`config.mk`:
```
export PLATFORM = sky130hd
export DESIGN_NAME = vendingMachine
export DESIGN_NICKNAME = d
export VERILOG_FILES = /design/src/rtl/vendPkg.sv /design/src/rtl/coinAcceptor.sv /design/src/rtl/itemPanel.sv /design/src/rtl/saleController.sv /design/src/rtl/bcdConverter.sv /design/src/rtl/displayScanner.sv /design/src/rtl/vendingMachine.sv
export SDC_FILE = /design/constraint.sdc
export NUM_CORES = 1
export LEC_CHECK = 0
export ABC_CLOCK_PERIOD_IN_PS = 11550
export BUFFER_PORTS_ARGS = -buffer_cell sky130_fd_sc_hd__clkbuf_2
export CORE_ASPECT_RATIO = 0.9
export CORE_UTILIZATION = 36
export CTS_CLUSTER_SIZE = 10
export DETAILED_ROUTE_END_ITERATION = 7
export GPL_ROUTABILITY_DRIVEN = 0
export GPL_TIMING_DRIVEN = 0
export SYNTH_ARGS = -nofsm -noshare
export SYNTH_HDL_FRONTEND = slang
export SYNTH_HIERARCHICAL = 1
export SYNTH_SLANG_ARGS = --single-unit
```
`constraint.sdc`:
```
create_clock -name A1 -period 11.55 [get_ports A1]
set_input_delay 2.31 -clock A1 [delete_from_list [all_inputs] [get_ports A1]]
set_output_delay 2.31 -clock A1 [all_outputs]
set_load 0.02 [all_outputs]
```
`src/rtl/vendPkg.sv`:
```
package vendPkg;

    // panel size and datapath widths
    localparam int NumItems = 9;                // keys 0..8 map to A1..C3
    localparam int MoneyW = 9;                  // cents, up to 511
    localparam int DispW = 14;                  // holds 9999
    localparam int DigitCount = 4;              // seven-segment digits on the board
    localparam int NumCoins = 5;                // nickel, dime, quarter, dollar, five

    typedef logic [MoneyW-1:0] moneyT;          // amount in cents
    typedef logic [DispW-1:0] dispNumT;         // number sent to the display
    typedef logic [3:0] itemIdT;                // 0 none, 1..9 item A1..C3
    typedef moneyT priceTableT [NumItems];      // index 0 is A1
    typedef logic [DigitCount-1:0][3:0] bcdT;   // digit 0 least significant
    typedef logic [7:0] segT;                   // active low, bit 0 is dp

    localparam dispNumT DispMax = 14'd9999;     // display limit, tally saturates here

    // coin values in cents, nickel first
    localparam moneyT CoinValue [NumCoins] = '{
        9'd5,
        9'd10,
        9'd25,
        9'd100,
        9'd500
    };

    // tally weights, one decimal place per denomination
    localparam dispNumT CoinWeight [NumCoins] = '{
        14'd1,
        14'd10,
        14'd100,
        14'd1000,
        14'd5000
    };

    // a price of 0 marks the item out of stock
    localparam priceTableT DefaultPrices = '{
        9'd100,                                 // A1
        9'd0,                                   // A2 sold out
        9'd125,                                 // A3
        9'd175,                                 // B1
        9'd225,                                 // B2
        9'd250,                                 // B3
        9'd100,                                 // C1
        9'd325,                                 // C2
        9'd375                                  // C3
    };

    // segments abcdefg then dp, low lights the segment
    localparam segT SegDigit [10] = '{
        8'b10000001,                            // 0
        8'b11110011,                            // 1
        8'b01001001,                            // 2
        8'b01100001,                            // 3
        8'b00110011,                            // 4
        8'b00100101,                            // 5
        8'b00000101,                            // 6
        8'b11110001,                            // 7
        8'b00000001,                            // 8
        8'b00100001                             // 9
    };

    localparam segT SegMinus = 8'b01111111;     // only segment g lit

endpackage

```
`src/rtl/coinAcceptor.sv`:
```
`timescale 1ns/1ps

module coinAcceptor import vendPkg::*; #(
    parameter int unsigned MaxCredit = 500      // credit ceiling in cents
) (
    input  logic    A1,                         // clock
    input  logic    A2,                         // async reset, active high
    input  logic    nickel,
    input  logic    dime,
    input  logic    quarter,
    input  logic    dollar,
    input  logic    five,
    input  logic    clearAll,                   // cancel from the sale controller
    output logic    coinEvent,                  // some coin strobed this cycle
    output logic    coinAccepted,               // winning coin fits under the ceiling
    output moneyT   nextCredit,                 // credit if the coin is taken
    output moneyT   credit,
    output dispNumT coinTally                   // weighted count of rejected coins
);

    logic [NumCoins-1:0] coinVec;               // bit 0 nickel .. bit 4 five
    logic [2:0]          coinIdx;               // winning denomination
    logic [MoneyW:0]     coinSum;               // one spare bit, 500 + 500 overflows moneyT
    logic [DispW:0]      tallySum;
    dispNumT             tallySat;

    assign coinVec   = {five, dollar, quarter, dime, nickel};
    assign coinEvent = |coinVec;

    always_comb begin
        coinIdx = '0;
        for (int c = NumCoins - 1; c >= 0; c--) begin // downward so the smallest coin wins
            if (coinVec[c]) begin
                coinIdx = 3'(c);
            end
        end
    end

    assign coinSum      = credit + CoinValue[coinIdx];
    assign coinAccepted = coinEvent && (coinSum <= MaxCredit);
    assign nextCredit   = coinSum[MoneyW-1:0];  // only meaningful when accepted

    assign tallySum = coinTally + CoinWeight[coinIdx];
    assign tallySat = (tallySum > DispMax) ? DispMax : tallySum[DispW-1:0]; // clamp at 9999

    always_ff @(posedge A1 or posedge A2) begin
        if (A2) begin
            credit    <= '0;
            coinTally <= '0;
        end else if (clearAll) begin            // cancel wipes money and tally
            credit    <= '0;
            coinTally <= '0;
        end else if (coinAccepted) begin
            credit    <= nextCredit;
        end else if (coinEvent) begin           // over the limit, coin goes back out
            coinTally <= tallySat;
        end
    end

    creditBounded: assert property (@(posedge A1) disable iff (A2) credit <= MaxCredit)
        else $error("credit %0d above ceiling %0d", credit, MaxCredit);

endmodule

```
`src/rtl/itemPanel.sv`:
```
`timescale 1ns/1ps

module itemPanel import vendPkg::*; #(
    parameter priceTableT PriceTable = DefaultPrices
) (
    input  moneyT               credit,         // current inserted money
    input  itemIdT              dispensedItem,  // 0 when nothing bought yet
    output logic [NumItems-1:0] gLed,           // credit covers the price
    output logic [NumItems-1:0] rLed,           // out of stock
    output logic [NumItems-1:0] dLed            // this item was dispensed
);

    always_comb begin
        for (int i = 0; i < NumItems; i++) begin
            // green needs a real price, a sold out slot never goes green
            gLed[i] = (PriceTable[i] != '0) && (credit >= PriceTable[i]);
            rLed[i] = (PriceTable[i] == '0);     // price 0 means sold out
            dLed[i] = (dispensedItem == itemIdT'(i + 1)); // item codes start at 1
        end
    end

endmodule

```
`src/rtl/saleController.sv`:
```
`timescale 1ns/1ps

module saleController import vendPkg::*; #(
    parameter priceTableT PriceTable = DefaultPrices
) (
    input  logic                A1,             // clock
    input  logic                A2,             // async reset, active high
    input  logic [NumItems-1:0] itemKey,        // one bit per item, A1 is bit 0
    input  logic                cancelReset,
    input  logic                coinsDisp,      // show the rejected coin tally
    input  logic                coinEvent,      // from coinAcceptor
    input  logic                coinAccepted,
    input  moneyT               nextCredit,
    input  moneyT               credit,
    input  dispNumT             coinTally,
    output logic                clearAll,       // one cycle clear of credit and tally
    output itemIdT              dispensedItem,  // last item bought
    output dispNumT             dispNum,        // number on the display
    output logic                dispDecimal,    // show as dollars.cents
    output logic                dispNegative    // minus sign on digit 3
);

    logic   anyKey;
    itemIdT keyIdx;                             // lowest pressed key
    moneyT  keyPrice;
    moneyT  spare;                              // credit left after the sale
    moneyT  shortfall;                          // money still missing
    moneyT  change;                             // change from the last purchase

    assign anyKey = |itemKey;

    always_comb begin
        keyIdx = '0;
        for (int k = NumItems - 1; k >= 0; k--) begin // lowest index wins
            if (itemKey[k]) begin
                keyIdx = itemIdT'(k);
            end
        end
    end

    assign keyPrice  = PriceTable[keyIdx];
    assign spare     = credit - keyPrice;       // used only when credit >= price
    assign shortfall = keyPrice - credit;       // used only when credit < price

    // cancel sits below coins and keys in priority
    assign clearAll = cancelReset && !coinEvent && !anyKey;

    always_ff @(posedge A1 or posedge A2) begin
        if (A2) begin
            dispNum       <= '0;
            dispDecimal   <= 1'b0;
            dispNegative  <= 1'b0;
            change        <= '0;
            dispensedItem <= '0;
        end else if (coinEvent) begin
            if (coinAccepted) begin             // rejected coins leave the display alone
                dispNum      <= dispNumT'(nextCredit);
                dispDecimal  <= 1'b1;
                dispNegative <= 1'b0;
            end
        end else if (anyKey) begin
            if (credit == '0) begin             // no money, just a price check
                dispNum      <= dispNumT'(keyPrice);
                dispDecimal  <= 1'b1;
                dispNegative <= 1'b0;
            end else if (keyPrice != '0) begin  // sold out with credit does nothing
                if (credit >= keyPrice) begin
                    dispNum       <= dispNumT'(spare);
                    dispDecimal   <= 1'b1;
                    dispNegative  <= 1'b0;
                    change        <= spare;     // credit itself is kept
                    dispensedItem <= keyIdx + 1'b1;
                end else begin
                    dispNum      <= dispNumT'(shortfall);
                    dispDecimal  <= 1'b1;
                    dispNegative <= 1'b1;
                end
            end
        end else if (cancelReset) begin
            dispNum       <= '0;
            dispDecimal   <= 1'b0;
            dispNegative  <= 1'b0;
            change        <= '0;
            dispensedItem <= '0;
        end else if (coinsDisp) begin           // tally is a count, no decimal point
            dispNum      <= coinTally;
            dispDecimal  <= 1'b0;
            dispNegative <= 1'b0;
        end
    end

    // a clear must never race a coin into the credit register
    clearNotWithCoin: assert property (@(posedge A1) disable iff (A2) !(clearAll && coinEvent))
        else $error("clearAll raised during a coin event");

endmodule

```
`src/rtl/bcdConverter.sv`:
```
`timescale 1ns/1ps

module bcdConverter import vendPkg::*; (
    input  dispNumT dispNum,                    // binary, 0..9999
    output bcdT     digits                      // digit 0 is the ones place
);

    logic [4*DigitCount-1:0] bcdAcc;            // shift register of the double dabble

    always_comb begin
        bcdAcc = '0;
        for (int i = DispW - 1; i >= 0; i--) begin // msb first
            for (int d = 0; d < DigitCount; d++) begin
                if (bcdAcc[4*d +: 4] >= 4'd5) begin
                    bcdAcc[4*d +: 4] = bcdAcc[4*d +: 4] + 4'd3; // carry lands after the shift
                end
            end
            bcdAcc = {bcdAcc[4*DigitCount-2:0], dispNum[i]};
        end
    end

    assign digits = bcdAcc;                     // same packing, nibble 0 is ones

    // a fifth digit would be dropped, so the producer must keep under the limit
    always_comb begin
        dispNumInRange: assert final ($isunknown(dispNum) || dispNum <= DispMax)
            else $error("display number %0d above %0d", dispNum, DispMax);
    end

endmodule

```
`src/rtl/displayScanner.sv`:
```
`timescale 1ns/1ps

module displayScanner import vendPkg::*; #(
    parameter int unsigned ScanDivW = 17        // divider bits below the digit counter
) (
    input  logic                  A1,           // clock
    input  logic                  A2,           // async reset, active high
    input  bcdT                   digits,       // from bcdConverter
    input  logic                  dispDecimal,  // dp after digit 2
    input  logic                  dispNegative, // minus on digit 3
    output logic [DigitCount-1:0] anx,          // active low digit enables
    output segT                   value         // active low segments of the lit digit
);

    logic [ScanDivW+1:0] scanCnt;               // free running, top two bits pick the digit
    logic [1:0]          digitSel;
    logic [3:0]          curDigit;
    segT                 digitSeg;

    always_ff @(posedge A1 or posedge A2) begin
        if (A2) begin
            scanCnt <= '0;                      // start on digit 0
        end else begin
            scanCnt <= scanCnt + 1'b1;
        end
    end

    assign digitSel = scanCnt[ScanDivW+1 -: 2];
    assign curDigit = digits[digitSel];

    // one cold, digit 0 gives 1110
    assign anx = ~(DigitCount'(1) << digitSel);

    always_comb begin
        digitSeg = (curDigit > 4'd9) ? '1 : SegDigit[curDigit]; // non bcd nibble stays dark
        value    = digitSeg;
        if ((digitSel == 2'd3) && dispNegative) begin
            value = SegMinus;                   // leading minus replaces the thousands
        end
        if ((digitSel == 2'd2) && dispDecimal) begin
            value[0] = 1'b0;                    // dp after the dollars digit
        end
    end

endmodule

```
`src/rtl/vendingMachine.sv`:
```
`timescale 1ns/1ps

module vendingMachine import vendPkg::*; #(
    parameter priceTableT  PriceTable = DefaultPrices, // 0 marks sold out
    parameter int unsigned MaxCredit  = 500,    // cents
    parameter int unsigned ScanDivW   = 17      // display refresh divider
) (
    input  logic                  A1,           // clock
    input  logic                  A2,           // async reset, active high
    input  logic [NumItems-1:0]   itemKey,      // A1..C3 keys, bit 0 is A1
    input  logic                  nickel,
    input  logic                  dime,
    input  logic                  quarter,
    input  logic                  dollar,
    input  logic                  five,
    input  logic                  cancelReset,
    input  logic                  coinsDisp,
    output logic [NumItems-1:0]   gLed,
    output logic [NumItems-1:0]   rLed,
    output logic [NumItems-1:0]   dLed,
    output logic [DigitCount-1:0] anx,
    output segT                   value
);

    logic    coinEvent;
    logic    coinAccepted;
    logic    clearAll;
    moneyT   nextCredit;
    moneyT   credit;
    dispNumT coinTally;
    itemIdT  dispensedItem;
    dispNumT dispNum;
    logic    dispDecimal;
    logic    dispNegative;
    bcdT     digits;

    coinAcceptor #(
        .MaxCredit (MaxCredit)
    ) u_coinAcceptor (
        .A1           (A1),
        .A2           (A2),
        .nickel       (nickel),
        .dime         (dime),
        .quarter      (quarter),
        .dollar       (dollar),
        .five         (five),
        .clearAll     (clearAll),
        .coinEvent    (coinEvent),
        .coinAccepted (coinAccepted),
        .nextCredit   (nextCredit),
        .credit       (credit),
        .coinTally    (coinTally)
    );

    itemPanel #(
        .PriceTable (PriceTable)
    ) u_itemPanel (
        .credit        (credit),
        .dispensedItem (dispensedItem),
        .gLed          (gLed),
        .rLed          (rLed),
        .dLed          (dLed)
    );

    saleController #(
        .PriceTable (PriceTable)
    ) u_saleController (
        .A1            (A1),
        .A2            (A2),
        .itemKey       (itemKey),
        .cancelReset   (cancelReset),
        .coinsDisp     (coinsDisp),
        .coinEvent     (coinEvent),
        .coinAccepted  (coinAccepted),
        .nextCredit    (nextCredit),
        .credit        (credit),
        .coinTally     (coinTally),
        .clearAll      (clearAll),
        .dispensedItem (dispensedItem),
        .dispNum       (dispNum),
        .dispDecimal   (dispDecimal),
        .dispNegative  (dispNegative)
    );

    bcdConverter u_bcdConverter (
        .dispNum (dispNum),
        .digits  (digits)
    );

    displayScanner #(
        .ScanDivW (ScanDivW)
    ) u_displayScanner (
        .A1           (A1),
        .A2           (A2),
        .digits       (digits),
        .dispDecimal  (dispDecimal),
        .dispNegative (dispNegative),
        .anx          (anx),
        .value        (value)
    );

endmodule

```
==> results.toml <==
[run_status]
status = "complete, but fails checks"
failed_checks = "DRC, setup timing"

[pwr]
power.density_nw_per_um2 = 288
combPwrFrac_pct = 80.9
fin_total_pwr_mw = 3.57
leakagePower_nw = 5.20
power_frac_clock_pct = 7.7
seq_power_share_pct = 11.4
p_sw_share_pct = 51.8
switchingPower_mw = 1.85
cell_internal_pwr_mw = 1.72
peakVddDrop_mv = 0.233

[grt]
grt_max_degree = 24
grt_pass1_vias = 9707
antenna_found_initial = 0
grt_usage_pct = 19.9
grt-ovfl-total = 0
grt_pass1_wl_mm = 48.1

[critical_path]
cp-end-kind = "output pin"
worst_path_most_repeated_cell = "ha_4"
r2r_slack_ps = 7750
critPathMaxStageDelay_ps = 530
cp.arrival_ps = 9710
critical_path_class = "register to output pin"
cp.required_ps = 9240
slowest_stage = "mux4_2"
worstPathMaxFanout = 7
startpoint_type = "register"

[synthesis]
ys_seq_area_share_pct = 15.3
synth_common_cells = "139 x nand2_1, 116 x nor2_1, 84 x inv_1"
synth-edff-count = 0
yosysWarnings = 6
synthCells = 1345
netlist_area_um2 = 10200
synthTopCellsByArea = "dfrtp_1 15%, ha_1 8.4%, nand2_1 5.1%, nor2_1 4.3%, a21oi_1 4.0%"
synth.distinct_cells = 129
yosys.area.top_type = "dfrtp_1"
syn_area_per_cell_um2 = 7.55
ys_seq_elements = 62
synth_top_area_share_pct = 15.3
synth_flop_cell = "dfrtp_1"
yosysMostFrequentCell = "nand2_1"
async_reset_ff_share_pct = 100

[route]
wl_per_cell_um = 15.8
first_pass_iters = 7
via_count = 10600
ant_nets = 0
drc = 6
wl_mm = 29.0
via_per_inst = 5.76
drtIter0Drc = 812

[timing]
setup_viol = 7
min_period_ps = 12020
fmax_mhz = 83.2
fin_crit_sh_pct = 104
rsz0062_at_grt = "yes"
drv_slew = 0
worst_slack_ps = -473
worstMarginPinSlew_ps = 900
timing.setup.tns_ps = -3040
relSlewSlack_pct = 39.5
finalHoldViolations = 0
finalClockSkew_ps = 7.18

[floorplan]
die_h_um = 161
fp.dieArea_um2 = 28900
die_w_um = 179
rows = 57
num_io_pins = 57
coreArea_um2 = 27400
start_util_pct = 37.1

[clock_tree]
cts_max_level = 3
root_buffer = "clkbuf_16"
numCtsBuffers = 9
cts_hold_repair.buffers = 0
clk_latency_ps = 330
cts_sinks = 62
tritoncts = "yes"
clkTransAtPathRegs_ps = 60
cts_buffer_depth = 2

[place]
dp_hpwl_mm = 21.5
port_buffers = 45

[finish]
synthToLayoutAreaGrowth_pct = 21.9
antenna_cells = 0
fin_nets = 1569
drive_gt1_share_pct = 23.9

[run]
cap_violations = 0

[min_path]
min_path_type = "register to register"
[through the flow]
step	std cells	setup slack, ps	hold WS [ps]	util, %	cell area, µm²
floorplan	1353	-171	441	-	10500
global placement	1752	-1030	459	40.6	11100
detailed placement	1752	-1170	456	40.6	11100
CTS	1821	-479	470	44.1	12100
global route	1840	-848	475	45.2	12400
finish	1840	-473	464	45.2	12400
[flip-flops by register name (all words and copies together), names as in the netlist]
name                            count
u_coinAcceptor/coinTally           14
u_coinAcceptor/credit               9
u_displayScanner/scanCnt           19
u_saleController/dispDecimal        1
u_saleController/dispNegative       1
u_saleController/dispNum           14
u_saleController/dispensedItem      4
[worst max-delay path, delay by kind of cell, from the launching register on]
kind	cells	cell delay, ps
multiplexers	1	530
adder cells (fa/ha/maj)	8	1570
XOR/XNOR	6	950
flip-flops	1	420
AND/OR/NAND/NOR	8	1460
AO/OA/AOI/OAI	18	3580
buffers and inverters	9	860
[layer usage]
| layer | up-vias | share of wire, % | GRT usage, % |
|---|---|---|---|
| met2 | 263 | 45 | 31.1 |
| met3 | 20 | 3.7 | 1.15 |
| li1 | 5275 | - | - |
| met1 | 5033 | 50 | 29.6 |
| met5 | - | 0 | 0 |
| met4 | 0 | 1.2 | 4.89 |
[cell usage in the layout, fill, tap and decap left out, types with 9 or more instances in the layout]
master	count
o2bb2ai_1	10
clkbuf_1	33
and3_1	11
buf_6	15
nor4_1	10
o22ai_1	10
o21ai_0	63
a21o_1	18
a211oi_1	15
clkbuf_16	9
o31a_1	9
ha_4	13
xor2_1	13
inv_2	9
nand3_1	42
nor2_1	112
dfrtp_1	60
nand4_1	22
conb_1	10
a21oi_1	78
clkbuf_2	39
and2_1	12
inv_1	75
buf_2	9
mux2i_1	35
nand2_1	134
o211ai_1	18
xnor2_1	35
o21ai_2	11
buf_4	86
nor2b_1	13
o21a_1	13
nor3_1	47
nand2b_1	21
o21ai_1	17
ha_1	49
a31oi_1	16
or3_1	12
o31ai_1	10
[repair_timing]
item,4_1_cts,5_1_grt
gates resized for setup,52,45
pin swaps,42,41
setup buffers,54,22
setup endpoints to repair,7,7
endpoints found under the hold margin,0,0
[power groups by stage]
stage	sequential [mW]	combinational, mW	clock (mW)
3_3_place_gp	0.409	2.41	0
6_report	0.407	2.89	0.275
3_5_place_dp	0.409	2.43	0
5_1_grt	0.421	3.14	0.291
4_1_cts	0.406	2.70	0.282
2_1_floorplan	0.352	1.95	0
[final cells by class]
class                           instances  area, µm²
Buffer                                 70        424
Clock buffer                           10        239
Clock inverter                          6       68.8
Fill cell                            2739      15000
Inverter                               91        368
Multi-Input combinational cell       1128       8450
Sequential cell                        62       1550
Tap cell                              354        443
Timing Repair Buffer                  119        843
[final timing paths]
path | from | end | cells after the start
max in group asynchronous | A2 | u_saleController/dispNum[12] | 2
max | u_saleController/dispNum[11] | value[4] | 50
max reg2reg | u_coinAcceptor/credit[3] | u_saleController/dispNum[5] | 14
min reg2reg | u_displayScanner/scanCnt[10] | u_displayScanner/scanCnt[10] | 1
min | u_displayScanner/scanCnt[10] | u_displayScanner/scanCnt[10] | 1
min in group asynchronous | A2 | u_displayScanner/scanCnt[7] | 2
[cells by family after synthesis]
kind of cell	Yosys count	share of synthesized area, %
flip-flops	62	15.3
XOR/XNOR	57	5.32
multiplexers	51	5.91
AND/OR/NAND/NOR	505	24.7
adder cells (fa/ha/maj)	71	8.87
buffers and inverters	163	7.50
AO/OA/AOI/OAI	434	32.4
other	2	0.0739
(Power assumes the default switching activity.)
